--- config.mk ---
export PLATFORM = sky130hd
export DESIGN_NAME = fifo_top
export DESIGN_NICKNAME = d
export VERILOG_FILES = /design/src/hdl/fifo_pkg.sv /design/src/hdl/fifo_top.sv /design/src/hdl/fifo_mem_bist.sv /design/src/hdl/fifo_sync.sv /design/src/hdl/fifo_memory_dp.sv
export SDC_FILE = /design/constraint.sdc
export NUM_CORES = 1
export LEC_CHECK = 0
export ABC_AREA = 0
export BUFFER_PORTS_ARGS = -buffer_cell sky130_fd_sc_hd__buf_2
export CORE_ASPECT_RATIO = 1.5
export CORE_MARGIN = 2
export CORE_UTILIZATION = 40
export CTS_CLUSTER_SIZE = 24
export DETAILED_ROUTE_END_ITERATION = 12
export RECOVER_POWER = 50
export SYNTH_ARGS = -nofsm -noshare
export SYNTH_HDL_FRONTEND = slang
export SYNTH_SLANG_ARGS = --single-unit
export TNS_END_PERCENT = 50
--- constraint.sdc ---
create_clock -name clk -period 7.4 [get_ports clk]
set_clock_uncertainty 0.2 [all_clocks]
set_input_delay 0.37 -clock clk [delete_from_list [all_inputs] [get_ports clk]]
set_output_delay 0.37 -clock clk [all_outputs]
set_load 0.01 [all_outputs]
--- src/hdl/fifo_pkg.sv ---
// shared sizes, BIST state encoding and test pattern; imported by every FIFO and BIST file
package fifo_pkg;

   //############################################################
   // fifo geometry
   //############################################################
   localparam int DATA_W    = 32;             // word width
   localparam int DEPTH     = 16;             // entries
   localparam int ADDR_W    = $clog2(DEPTH);  // 4 for 16 entries
   localparam int CNT_W     = ADDR_W + 1;     // count reaches DEPTH itself
   localparam int PROG_FULL = 12;             // programmable full level

   //############################################################
   // memory self-test
   //############################################################

   // first pass pattern, second pass uses the inverse
   // each word is also xored with its address repeated across the word
   localparam logic [DATA_W-1:0] BIST_PAT = 32'hA5C3_5A3C;

   // engine states
   typedef enum logic [2:0]
   {
      BIST_IDLE,        // waiting for bist_req
      BIST_WRITE,       // writing pattern to every address
      BIST_READ,        // reading every address back
      BIST_CHECK_LAST,  // compare slot for the final read of a pass
      BIST_DONE         // ack raised, waiting for req to drop
   } bist_state_t;

endpackage
--- src/hdl/fifo_top.sv ---
// top level: synchronous FIFO with its memory self-test engine routed through the FIFO
module fifo_top
(
   input  logic                        clk,
   input  logic                        nreset,
   input  logic                        clear,
   // write port
   input  logic                        wr_en,
   input  logic [fifo_pkg::DATA_W-1:0] wr_din,
   output logic                        wr_full,
   output logic                        wr_almost_full,
   output logic                        wr_prog_full,
   output logic [fifo_pkg::CNT_W-1:0]  wr_count,
   // read port
   input  logic                        rd_en,
   output logic [fifo_pkg::DATA_W-1:0] rd_dout,
   output logic                        rd_empty,
   // self-test control
   input  logic                        bist_req,
   output logic                        bist_ack,
   output logic                        bist_fail
);
   import fifo_pkg::*;

   logic              bist_en;     // engine owns the array
   logic              bist_we;
   logic [ADDR_W-1:0] bist_addr;
   logic [DATA_W-1:0] bist_din;

   fifo_sync fifo_i
   (
      .clk            (clk),
      .nreset         (nreset),
      .clear          (clear),
      .wr_en          (wr_en),
      .wr_din         (wr_din),
      .wr_full        (wr_full),
      .wr_almost_full (wr_almost_full),
      .wr_prog_full   (wr_prog_full),
      .wr_count       (wr_count),
      .rd_en          (rd_en),
      .rd_dout        (rd_dout),
      .rd_empty       (rd_empty),
      .bist_en        (bist_en),
      .bist_we        (bist_we),
      .bist_addr      (bist_addr),
      .bist_din       (bist_din)
   );

   fifo_mem_bist bist_i
   (
      .clk       (clk),
      .nreset    (nreset),
      .bist_req  (bist_req),
      .bist_ack  (bist_ack),
      .bist_fail (bist_fail),
      .bist_en   (bist_en),
      .bist_we   (bist_we),
      .bist_addr (bist_addr),
      .bist_din  (bist_din),
      .bist_dout (rd_dout)      // read-back shares the FIFO output register
   );

endmodule

--- src/hdl/fifo_mem_bist.sv ---
// two-pass write/read-compare memory test, started by a four-phase req/ack handshake
module fifo_mem_bist
(
   input  logic                        clk,
   input  logic                        nreset,
   // start handshake
   input  logic                        bist_req,
   output logic                        bist_ack,
   output logic                        bist_fail,   // valid with ack, sticky to next start
   // memory access
   output logic                        bist_en,
   output logic                        bist_we,
   output logic [fifo_pkg::ADDR_W-1:0] bist_addr,
   output logic [fifo_pkg::DATA_W-1:0] bist_din,
   input  logic [fifo_pkg::DATA_W-1:0] bist_dout    // registered read data
);
   import fifo_pkg::*;

   bist_state_t       state;
   logic [ADDR_W-1:0] addr;       // walks every entry
   logic              pass;       // 0 = pattern, 1 = inverse
   logic              cmp_valid;  // read data due this cycle
   logic [DATA_W-1:0] exp_word;   // expected data for that read
   logic [DATA_W-1:0] pat_word;   // pattern for current addr and pass

   // pattern xor address replicated over the word
   assign pat_word = (pass ? ~BIST_PAT : BIST_PAT) ^ {(DATA_W / ADDR_W){addr}};

   assign bist_en   = (state == BIST_WRITE) || (state == BIST_READ) ||
                      (state == BIST_CHECK_LAST);
   assign bist_we   = (state == BIST_WRITE);
   assign bist_addr = addr;
   assign bist_din  = pat_word;

   //############################################################
   // sequencer
   //############################################################
   always_ff @(posedge clk or negedge nreset)
   begin
      if (!nreset)
      begin
         state     <= BIST_IDLE;
         addr      <= '0;
         pass      <= 1'b0;
         bist_ack  <= 1'b0;
         bist_fail <= 1'b0;
         cmp_valid <= 1'b0;
      end
      else
      begin
         cmp_valid <= (state == BIST_READ);   // data lands one edge after the read
         // compare slot for the previous read
         if (cmp_valid && (bist_dout != exp_word))
            bist_fail <= 1'b1;
         case (state)
            BIST_IDLE:
            begin
               if (bist_req)
               begin
                  state     <= BIST_WRITE;
                  addr      <= '0;
                  pass      <= 1'b0;
                  bist_fail <= 1'b0;   // new run, fresh result
               end
            end
            BIST_WRITE:
            begin
               addr <= addr + 1'b1;
               if (addr == ADDR_W'(DEPTH - 1))
                  state <= BIST_READ;   // addr wraps to zero
            end
            BIST_READ:
            begin
               addr <= addr + 1'b1;
               if (addr == ADDR_W'(DEPTH - 1))
                  state <= BIST_CHECK_LAST;
            end
            BIST_CHECK_LAST:
            begin
               // last word of the pass compared here
               if (!pass)
               begin
                  pass  <= 1'b1;
                  state <= BIST_WRITE;
               end
               else
                  state <= BIST_DONE;
            end
            BIST_DONE:
            begin
               if (!bist_ack)
                  bist_ack <= 1'b1;    // result is settled
               else if (!bist_req)
               begin
                  bist_ack <= 1'b0;    // handshake closes
                  state    <= BIST_IDLE;
               end
            end
            default:
               state <= BIST_IDLE;
         endcase
      end
   end

   // expected word, lines up with the read data one edge later
   always_ff @(posedge clk)
   begin
      if (state == BIST_READ)
         exp_word <= pat_word;
   end

endmodule

--- src/hdl/fifo_sync.sv ---
// synchronous FIFO control: pointers, count and flags around the dual-port array
module fifo_sync
(
   input  logic                        clk,
   input  logic                        nreset,
   input  logic                        clear,           // sync flush
   // write side
   input  logic                        wr_en,
   input  logic [fifo_pkg::DATA_W-1:0] wr_din,
   output logic                        wr_full,
   output logic                        wr_almost_full,  // one entry left
   output logic                        wr_prog_full,    // at or above PROG_FULL
   output logic [fifo_pkg::CNT_W-1:0]  wr_count,        // exact entry count
   // read side
   input  logic                        rd_en,
   output logic [fifo_pkg::DATA_W-1:0] rd_dout,         // next cycle data
   output logic                        rd_empty,
   // self-test access, passed to the array
   input  logic                        bist_en,
   input  logic                        bist_we,
   input  logic [fifo_pkg::ADDR_W-1:0] bist_addr,
   input  logic [fifo_pkg::DATA_W-1:0] bist_din
);
   import fifo_pkg::*;

   logic [ADDR_W:0] wr_ptr;      // msb is the wrap bit
   logic [ADDR_W:0] rd_ptr;
   logic            ptr_match;   // low bits equal
   logic            fifo_write;  // accepted write
   logic            fifo_read;   // accepted read

   //############################################################
   // flags
   //############################################################
   assign ptr_match = (wr_ptr[ADDR_W-1:0] == rd_ptr[ADDR_W-1:0]);
   assign wr_full   = ptr_match & (wr_ptr[ADDR_W] != rd_ptr[ADDR_W]);  // lapped once
   assign rd_empty  = ptr_match & (wr_ptr[ADDR_W] == rd_ptr[ADDR_W]);

   assign wr_almost_full = (wr_count == CNT_W'(DEPTH - 1));
   assign wr_prog_full   = (wr_count >= CNT_W'(PROG_FULL));

   // BIST owns the array, so FIFO traffic is blocked
   assign fifo_write = wr_en & ~wr_full & ~bist_en;
   assign fifo_read  = rd_en & ~rd_empty & ~bist_en;

   //############################################################
   // pointers and count
   //############################################################
   always_ff @(posedge clk or negedge nreset)
   begin
      if (!nreset)
      begin
         wr_ptr   <= '0;
         rd_ptr   <= '0;
         wr_count <= '0;
      end
      else if (clear || bist_en)   // flush, also held empty during self-test
      begin
         wr_ptr   <= '0;
         rd_ptr   <= '0;
         wr_count <= '0;
      end
      else
      begin
         if (fifo_write)
            wr_ptr <= wr_ptr + 1'b1;
         if (fifo_read)
            rd_ptr <= rd_ptr + 1'b1;
         // both at once leaves count alone
         if (fifo_write && !fifo_read)
            wr_count <= wr_count + 1'b1;
         else if (fifo_read && !fifo_write)
            wr_count <= wr_count - 1'b1;
      end
   end

   //############################################################
   // storage
   //############################################################
   fifo_memory_dp mem_i
   (
      .clk       (clk),
      .nreset    (nreset),
      .wr_en     (fifo_write),                // only accepted ops reach the array
      .wr_addr   (wr_ptr[ADDR_W-1:0]),
      .wr_din    (wr_din),
      .rd_en     (fifo_read),
      .rd_addr   (rd_ptr[ADDR_W-1:0]),
      .rd_dout   (rd_dout),
      .bist_en   (bist_en),
      .bist_we   (bist_we),
      .bist_addr (bist_addr),
      .bist_din  (bist_din)
   );

endmodule

--- src/hdl/fifo_memory_dp.sv ---
// dual-port register array with registered read data; BIST port overrides both FIFO ports
module fifo_memory_dp
(
   input  logic                        clk,
   input  logic                        nreset,     // async, clears read register
   // write port
   input  logic                        wr_en,
   input  logic [fifo_pkg::ADDR_W-1:0] wr_addr,
   input  logic [fifo_pkg::DATA_W-1:0] wr_din,
   // read port
   input  logic                        rd_en,
   input  logic [fifo_pkg::ADDR_W-1:0] rd_addr,
   output logic [fifo_pkg::DATA_W-1:0] rd_dout,    // valid the edge after rd_en
   // self-test port
   input  logic                        bist_en,
   input  logic                        bist_we,
   input  logic [fifo_pkg::ADDR_W-1:0] bist_addr,
   input  logic [fifo_pkg::DATA_W-1:0] bist_din
);
   import fifo_pkg::*;

   logic [DATA_W-1:0] mem [DEPTH];   // storage, no reset

   logic              mem_we;        // muxed write strobe
   logic [ADDR_W-1:0] mem_waddr;
   logic [DATA_W-1:0] mem_wdata;
   logic              mem_re;        // muxed read strobe
   logic [ADDR_W-1:0] mem_raddr;

   //############################################################
   // port select, BIST wins when enabled
   //############################################################
   assign mem_we    = bist_en ? bist_we : wr_en;
   assign mem_waddr = bist_en ? bist_addr : wr_addr;
   assign mem_wdata = bist_en ? bist_din : wr_din;
   assign mem_re    = bist_en ? ~bist_we : rd_en;   // BIST reads when not writing
   assign mem_raddr = bist_en ? bist_addr : rd_addr;

   // write side
   always_ff @(posedge clk)
   begin
      if (mem_we)
         mem[mem_waddr] <= mem_wdata;
   end

   // registered read, holds between reads
   always_ff @(posedge clk or negedge nreset)
   begin
      if (!nreset)
         rd_dout <= '0;
      else if (mem_re)
         rd_dout <= mem[mem_raddr];
   end

endmodule

==> metrics.cfg, run 1 <==
[run_status]
outcome = finished with violations
violations = capacitance limit, slew limit

[cts]
cts_buffers = 50
cts_resized = 0
clock_path_buffers = 3
cts.htree.levels = 2
cts.sinks = 578
cts_root_buffer = clkbuf_16
clk_pin_slew_ns = 0.07
cts_tree = done
worstSkewPairLatency_ns = 0.58
postCtsSetupRepairBufs = 0

[finish]
instances_no_fill = 2520
synthToLayoutAreaGrowth_pct = 12.3
drive_gt1_share_pct = 10.9
fin_area_sq_mm = 0.0262
nNetsFinal = 1758

[global_route]
grt-ovfl-total = 0
first_global_vias = 14300
grt_max_degree = 190
grt_pass1_wl_microns = 94700
grt_use_total_pct = 21.2
grt_antenna_before_repair = 0

[synthesis]
synth-edff-count = 520
ys_warn_count = 0
synth.cell_area_sq_mm = 0.0233
syn_avg_cell_area_sq_um = 14.1
ys_top_cells_by_area = edfxtp_1 (67%), dfrtp_1 (6.2%), nand2_1 (5.0%)
synth.distinct_cells = 54
synth_area_leader_cell = edfxtp_1
ys_ff_latch = 578
synthArstFlopShare_pct = 10.0
synth_nets = 1701
syn-instance-count = 1654
ys.flop_type = edfxtp_1
ys_seq_area_share_pct = 73.1
synth_top_area_share_pct = 66.9

[power_and_ir_drop]
p_leak_nw = 8.97
switching_share_pct = 37.1
internal_power_w = 0.00804
vdd_drop_max_mv = 0.283
power_frac_seq_pct = 45.5
switching_power_w = 0.00475
p_comb_share_pct = 33.6
p_per_area_mw_per_mm2 = 488
pwr-share-clk_pct = 20.8

[sta]
worst_pin_slew_ns = 4.31
final-hold-violation-count = 0
maxSlewViolCount = 100
slew_headroom_pct = -187
setup_viol = 0
rsz0062_at_grt = no
max_freq_mhz = 182
fin_crit_ns = 5.48
tns_ns = 0
fin_crit_sh_pct = 74.1

[floorplan]
rows = 108
dieArea_sq_mm = 0.0604
die_height_microns = 300
coreArea_sq_mm = 0.0578
die_x_microns = 201
num_io_pins = 81
start_util_pct = 40.4

[run]
drv_cap = 2

[detailed_routing]
drt_iter0_markers = 1538
vias = 14600
routed_wl_microns = 64600
vias_per_cell = 5.78
wl_per_cell_microns = 25.6
drc_errors = 0
drt_first_pass_iters = 5
postRouteAntennaNets = 0

[hold_path]
hp-class = in2reg

[critical_path]
crit_fanout = 82
cp-start-kind = register
required_ns = 7.71
criticalPathCategory = reg2reg
arrival_ns = 5.79
crit_path_end_kind = register

[placed_design]
globalplace.congestion = 0.781
dp_cells = 2428
post_dp_cell_area_sq_mm = 0.0246
dp_hpwl_microns = 34800
port_buffers = 80

==> worst paths after layout <==
path | start | endpoint | slack, ns | cells past startpoint
setup / recovery | bist_i.state[1]$_DFFE_PN0P_ | fifo_i.mem_i.rd_dout[28]$_DFFE_PN0P_ | 1.92 | 8
hold / removal | bist_req | bist_i.bist_ack$_DFFE_PN0N_ | 0.03 | 4
hold reg to reg | bist_i.bist_fail$_DFF_PN0_ | bist_i.bist_fail$_DFF_PN0_ | 0.34 | 1
max in group asynchronous | nreset | fifo_i.mem_i.rd_dout[12]$_DFFE_PN0P_ | 2.89 | 2
min in group asynchronous | nreset | fifo_i.mem_i.rd_dout[0]$_DFFE_PN0P_ | 1.68 | 2
setup reg to reg | bist_i.state[1]$_DFFE_PN0P_ | fifo_i.mem_i.rd_dout[28]$_DFFE_PN0P_ | 1.92 | 8
==> cells in the final DEF, fill, tap and decap left out, drive strengths merged, types with 15 or more instances in the layout <==
cell / n
clkinv: 21
o211ai: 31
nand3: 80
a22oi: 123
clkbuf: 108
nand2: 311
a21o: 19
buf: 63
dfrtp: 58
mux4: 30
xnor2: 15
nor2: 78
edfxtp: 520
a21oi: 140
==> cell type report <==
| cell class | count | area [sq um] |
|---|---|---|
| Tap cell | 770 | 963 |
| Antenna cell | 1 | 2.50 |
| Inverter | 12 | 45.0 |
| Multi-Input combinational cell | 957 | 5900 |
| Timing Repair Buffer | 112 | 598 |
| Clock inverter | 30 | 329 |
| Clock buffer | 60 | 1310 |
| Sequential cell | 578 | 17100 |
| Fill cell | 5173 | 31600 |
==> logic make-up (layout without fill, tap and decap cells) <==
logic type	count (synthesis)	count (layout)	share of synthesized area [%]
xor gates and xnor gates	23	23	0.863
DFF	578	578	73.1
and+or+nand+nor	520	520	9.31
other	0	1	0
buffers and inverters	119	214	2.42
muxes	43	43	3.54
AOI/OAI and AO/OA	362	362	10.3
adders and majority gates	9	9	0.514
==> power groups by stage <==
stage	Sequential, W	Combinational [W]	Clock (W)
2_1_floorplan	0.00570	0.00286	0
3_3_place_gp	0.00586	0.00422	0
3_5_place_dp	0.00589	0.00434	0
4_1_cts	0.00583	0.00435	0.00270
5_1_grt	0.00590	0.00472	0.00282
6_report	0.00583	0.00430	0.00267
==> layer usage <==
layer	part of all wire [%]	global-route usage (%)	routed length, microns
met3	6.3	2.92	4060
met5	0	0	0
met1	39	27.1	25200
met4	3.9	8.40	2530
met2	51	36.8	32800
==> flip-flops by register name, summed over array words and instances (netlist names) <==
register              count
fifo_i.rd_ptr             5
bist_i.bist_addr          4
fifo_i.mem_i.mem        512
fifo_i.mem_i.rd_dout     32
fifo_i.wr_count           5
bist_i.bist_fail          1
bist_i.state              3
fifo_i.wr_ptr             5
bist_i.cmp_valid          1
bist_i.bist_ack           1
bist_i.exp_word           8
bist_i.pass               1
==> Yosys cell counts, types with 4 or more instances <==
cell,count
xnor2_1,15
a21oi_1,140
nand2_1,311
a31oi_1,9
edfxtp_1,520
nor2b_1,4
mux4_2,26
buf_6,8
nor2_1,78
and3_1,4
a21o_1,19
buf_2,38
o2111ai_1,5
o211ai_1,31
clkbuf_1,52
nor3b_1,5
a22oi_1,122
buf_1,6
mux2i_1,10
dfrtp_1,58
or3_1,4
nand3_1,80
mux4_1,4
xor2_1,8
inv_1,12
ha_1,8
nor3_1,13
nand2b_1,5
o21a_1,4
o21ai_0,7
nand4_1,9
==> worst max-delay path, cell delays in order (launching register included) <==
cell	delay (ns)
dfrtp_1	0.64
o21bai_4	0.21
clkbuf_1	1.89
mux2_4	0.87
buf_4	0.86
a21oi_1	0.09
a22oi_1	0.24
a22oi_1	0.12
nand3_1	0.11
==> through the flow <==
stage,power (W),util [%],setup WS (ns),hold slack (ns)
floorplan,0.00856,-,4.02,-0.126
global placement,0.0101,42.6,3.47,0.352
detailed placement,0.0102,42.6,3.45,0.339
CTS,0.0129,45.4,3.41,0.0130
global route,0.0134,45.3,1.67,0.0584
finish,0.0128,45.3,1.92,0.0274
==> timing repair <==
action	in CTS	in global routing
setup endpoints to repair	0	0
hold buffers	1	0
endpoints found under the hold margin	58	0
Power figures use the tool's default switching activity.
==> run 2: changes to the inputs <==
- ABC_AREA: 0 -> 1
- clock period: 7.4 -> 4.4 ns (I/O delays scaled with it)
==> metrics.cfg, run 2 <==
[synthesis]
ys_warn_count = 0
synth.distinct_cells = 34
synth-edff-count = 520
ys_top_cells_by_count = nand2_1 (617), nand3_1 (565), edfxtp_1 (520)
ys.flop_type = edfxtp_1
syn_avg_cell_area_sq_um = 10.4
ys_seq_area_share_pct = 65.0
synth_nets = 2561
ys_ff_latch = 578
synth.cell_area_sq_mm = 0.0262
ys_top_cells_by_area = edfxtp_1 (59%), nand3_1 (11%), nand2_1 (8.8%)
synth_area_leader_cell = edfxtp_1
synth_top_area_share_pct = 59.5
syn-instance-count = 2514
yosysMostFrequentCell = nand2_1
synthArstFlopShare_pct = 10.0

[hold_path]
hold_depth = 3
hp-class = in2reg
hold_start = wr_din[6]
min_to = fifo_i.mem_i.mem[2][6]$_DFFE_PP_

[cts]
clock_path_buffers = 3
cts_resized = 0
cts.htree.levels = 2
hold_buffers = 7
cts_buffers = 51
cts_tree = done
postCtsSetupRepairBufs = 0
worstSkewPairLatency_ns = 0.60
cts.sinks = 578
clk_pin_slew_ns = 0.06
cts_root_buffer = clkbuf_16

[detailed_routing]
drt_first_pass_iters = 6
vias = 18500
wl_per_cell_microns = 21.6
vias_per_cell = 5.34
drc_errors = 0
postRouteAntennaNets = 0
routed_wl_microns = 74900
drt_iter0_markers = 1813

[critical_path]
rrSetupSlack_ns = 0.87
cp-start-kind = register
cpPeakStageDelay_ns = 0.79
r2r_cells = 8
arrival_ns = 3.85
crit_fanout = 18
r2r_start = bist_i.state[2]$_DFFE_PN0P_
crit_path_end_kind = register
crit_chain = inv_1, nand2_1, nand2_4, nor2_1, o21ai_0, dlygate4sd3_1, nor2_1, dlygate4sd3_1
criticalPathCategory = reg2reg
r2r_end = fifo_i.wr_ptr[1]$_DFFE_PN0P_
cpMaxStageDelayCell = nor2_1
required_ns = 4.72

[sta]
fin_crit_ns = 3.53
tns_ns = 0
worst_pin_slew_ns = 1.96
max_freq_mhz = 283
slew_headroom_pct = -30.6
final-hold-violation-count = 0
setup_viol = 0
maxSlewViolCount = 59
rsz0062_at_grt = no
fin_crit_sh_pct = 80.2
worst_hold_slack_ns = 0.112

[global_route]
grt_use_total_pct = 22.1
grt_pass1_wl_microns = 112000
grt_antenna_before_repair = 1
first_global_vias = 17700
grt_max_degree = 168
grt-ovfl-total = 0

[run_status]
outcome = finished with violations
violations = capacitance limit, slew limit

[finish]
fillers = 6155
top_regs = fifo_i.mem_i.mem x512, fifo_i.mem_i.rd_dout x32, bist_i.exp_word x8
instances_no_fill = 3460
synthToLayoutAreaGrowth_pct = 10.8
drive_gt1_share_pct = 7.16
final_cell_mix = nand2_1 (619), nand3_1 (565), edfxtp_1 (520)
seq_area_sq_mm = 0.0171
nNetsFinal = 2588
final_common_cell = nand2_1
diodes = 0
largest_register = fifo_i.mem_i.mem
largest_reg_flops = 512
fin_area_sq_mm = 0.0291
multiInputGateArea_sq_mm = 0.00731

[floorplan]
coreArea_sq_mm = 0.0653
num_io_pins = 81
die_x_microns = 213
rows = 115
die_height_microns = 318
dieArea_sq_mm = 0.0677
start_util_pct = 40.2

[placed_design]
dp_cells = 3358
dp_hpwl_microns = 39900
port_buffers = 80
globalplace.congestion = 0.799
post_dp_cell_area_sq_mm = 0.0274

[run]
drv_cap = 1

-- run 2: worst max-delay path: cells and delay by family, from the launching register on --
kind	cells	cell delay, ns
simple gates	4	1.36
buf+inv	3	1.32
flops	1	0.37
compound gates	1	0.20
-- run 2: metrics by stage --
stage | utilization, % | setup WS [ns]
after floorplan | - | 1.06
after global placement | 42.0 | 1.17
after detailed placement | 42.0 | 1.17
after CTS | 44.6 | 1.13
after global routing | 44.5 | 0.614
final | 44.5 | 0.870
-- run 2: cells by family (layout without fill, tap and decap cells) --
group | Yosys count | after routing | synth area share, %
and+or+nand+nor | 1386 | 1386 | 24.7
adders and majority gates | 9 | 9 | 0.458
buffers and inverters | 462 | 531 | 7.73
DFF | 578 | 578 | 65.0
AOI/OAI and AO/OA | 41 | 41 | 0.872
xor gates and xnor gates | 38 | 38 | 1.27
-- run 2: final cells by class --
type / instances / share of cell area [%]
clock inverters: 29 / 0.938
flip-flops and latches: 578 / 58.7
well taps: 877 / 3.77
repair buffers: 125 / 2.70
multi-input cells: 1474 / 25.1
clock buffers: 66 / 4.79
inverters: 311 / 4.02
-- run 2: how the worst max path moves through the flow --
stage,from,end,slack (ns),cells after the start
floorplan,bist_i.state[0]$_DFFE_PN0P_,fifo_i.mem_i.mem[6][0]$_DFFE_PP_,1.06,10
global route,bist_i.state[2]$_DFFE_PN0P_,fifo_i.wr_ptr[1]$_DFFE_PN0P_,0.61,8
global placement,bist_i.state[2]$_DFFE_PN0P_,fifo_i.mem_i.rd_dout[21]$_DFFE_PN0P_,1.17,11
CTS,bist_i.state[2]$_DFFE_PN0P_,fifo_i.mem_i.rd_dout[21]$_DFFE_PN0P_,1.13,11
detailed placement,bist_i.state[2]$_DFFE_PN0P_,fifo_i.mem_i.rd_dout[5]$_DFFE_PN0P_,1.17,11
finish,bist_i.state[2]$_DFFE_PN0P_,fifo_i.wr_ptr[1]$_DFFE_PN0P_,0.87,8
-- run 2: layer usage --
metal / wire, microns / GRT usage, % / part of all wire, %
met4: 3060 / 8.80 / 4.1
met3: 5470 / 3.00 / 7.3
met1: 29900 / 29.1 / 40
met2: 36400 / 36.8 / 49
met5: 13 / 0 / 0.017
Power of run 2 is not shown: default switching activity piles up to over one toggle a cycle in this logic, so the estimate is an artifact.
==> run 3: changes to the inputs <==
- ABC_AREA: 1 -> 0
- clock period: 4.4 -> 2.89 ns (I/O delays scaled with it)
==> metrics.cfg, run 3 (synthesized netlist as in run 1, its figures left out) <==
[sta]
final-hold-violation-count = 0
fin_crit_ns = 2.85
rsz0062_at_grt = yes
setup_ws_ns = 0.0441
max_freq_mhz = 351
worst_pin_slew_ns = 1.05
setup_viol = 0
maxSlewViolCount = 0
fin_crit_sh_pct = 98.5
slew_headroom_pct = 30.0

[detailed_routing]
postRouteAntennaNets = 0
drt_iter0_markers = 1357
wl_per_cell_microns = 25.4
drc_errors = 0
drt_first_pass_iters = 5
vias = 15200
routed_wl_microns = 67100
vias_per_cell = 5.75

[finish]
instances_no_fill = 2644
largest_reg_flops = 512
synthToLayoutAreaGrowth_pct = 19.6
final_util_pct = 48.3
final_common_cell = edfxtp_1
seq_area_sq_mm = 0.0171
diodes = 0
nNetsFinal = 1879
largest_register = fifo_i.mem_i.mem
fillers = 4975
fin_area_sq_mm = 0.0279
final_cell_mix = edfxtp_1 (520), nand2_1 (310), a21oi_1 (138)
multiInputGateArea_sq_mm = 0.00594
top_regs = fifo_i.mem_i.mem x512, fifo_i.mem_i.rd_dout x32, bist_i.exp_word x8
drive_gt1_share_pct = 16.9

[cts]
cts_buffers = 50
clk_pin_slew_ns = 0.07
cts.sinks = 578
cts.htree.levels = 2
cts_root_buffer = clkbuf_16
clock_path_buffers = 3
worstSkewPairLatency_ns = 0.58
cts_tree = done

[critical_path]
criticalPathCategory = reg2reg
crit_chain = xnor2_1, nand4_1, o21a_1, nand2_2, ha_4, inv_4, fa_2, a21o_1, a21oi_2, xnor2_1, or3_1, a21oi_2
crit_path_end_kind = register
cpMaxStageDelayCell = dfrtp_1
arrival_ns = 3.14
crit_fanout = 5
cp-start-kind = register
required_ns = 3.18
cpPeakStageDelay_ns = 0.39

[floorplan]
start_util_pct = 40.4
dieArea_sq_mm = 0.0604
num_io_pins = 81
coreArea_sq_mm = 0.0578
die_height_microns = 300
rows = 108
die_x_microns = 201

[placed_design]
dp_cells = 2525
post_dp_cell_area_sq_mm = 0.0259
port_buffers = 80
dp_hpwl_microns = 40800
globalplace.congestion = 0.820
post-place-ws_ns = -0.0150

[power_and_ir_drop]
p_per_area_mw_per_mm2 = 1260
power_w = 0.0352
vdd_drop_max_mv = 0.725
p_leak_nw = 9.83

[run]
drv_cap = 0

[run_status]
outcome = finished, final reports clean

[global_route]
grt_use_total_pct = 22.1
grt_max_degree = 67
grt_pass1_wl_microns = 98300
first_global_vias = 14900
grt_antenna_before_repair = 1
grt-ovfl-total = 0

[hold_path]
hp-class = in2reg

-- run 3: cell types whose count changed in the layout (fill, tap and decap cells not counted), moves of 30 or more --
cell	before	now
nand3_1	565	80
a21oi_1	9	138
buf_4	29	83
a22oi_1	0	122
nand2_1	619	310
inv_1	309	11
o211ai_1	1	31
buf_12	7	42
nand3b_1	129	0
-- run 3: cell type report --
cell class	instances	area share (%)
clock buffer	67	5.04
clock inverter	27	1.64
inverter	12	0.170
multi-input combinational	957	21.3
sequential	578	61.1
tap	770	3.45
timing repair buffer	233	7.32
-- run 3: critical path, delay by kind of cell (launching register included) --
family,cells,cell delay (ns)
xor gates and xnor gates,2,0.27
buffers and inverters,1,0.05
adders and majority gates,2,0.50
AOI/OAI and AO/OA,4,0.69
DFF,1,0.39
and+or+nand+nor,3,0.68
-- run 3: timing repair --
item | in CTS | in global routing
endpoints found under the hold margin | 265 | 0
hold buffers | 19 | 0
setup endpoints to repair | 1 | 2
setup buffers | 2 | 4
gates resized for setup | 1 | 11
pin swaps | 1 | 10
-- run 3: routing by layer --
| layer | GRT usage, % | share of wire (%) |
|---|---|---|
| met1 | 27.4 | 38 |
| met2 | 39.0 | 52 |
| met3 | 2.45 | 5.8 |
| met4 | 9.86 | 4.2 |
| met5 | 0 | 0.018 |
-- run 3: worst paths after layout --
path                                              start                                   end  slack, ns  cells past startpoint
setup / recovery           fifo_i.rd_ptr[2]$_DFFE_PN0P_        fifo_i.wr_count[4]$_DFFE_PN0P_       0.04                     12
max in group asynchronous                        nreset  fifo_i.mem_i.rd_dout[19]$_DFFE_PN0P_       0.31                      4
min in group asynchronous                        nreset          fifo_i.rd_ptr[1]$_DFFE_PN0P_       0.41                      3
hold / removal                               wr_din[29]    fifo_i.mem_i.mem[14][29]$_DFFE_PP_       0.02                      2
hold reg to reg              bist_i.bist_fail$_DFF_PN0_            bist_i.bist_fail$_DFF_PN0_       0.35                      1
setup reg to reg           fifo_i.rd_ptr[2]$_DFFE_PN0P_        fifo_i.wr_count[4]$_DFFE_PN0P_       0.04                     12
-- run 3: stage by stage --
step / TNS (ns) / hold slack (ns)
CTS: 0 / 0.00234
floorplan: -244.22 / -0.351
global placement: -0.0181 / 0.0346
global route: -0.0942 / 0.0313
finish: 0 / 0.0152
detailed placement: -0.0150 / 0.0474
-- run 3: power breakdown --
group / total, W / switching, W / internal (W)
Combinational: 0.0130 / 0.00877 / 0.00421
Sequential: 0.0148 / 0.000991 / 0.0138
Clock: 0.00750 / 0.00299 / 0.00451
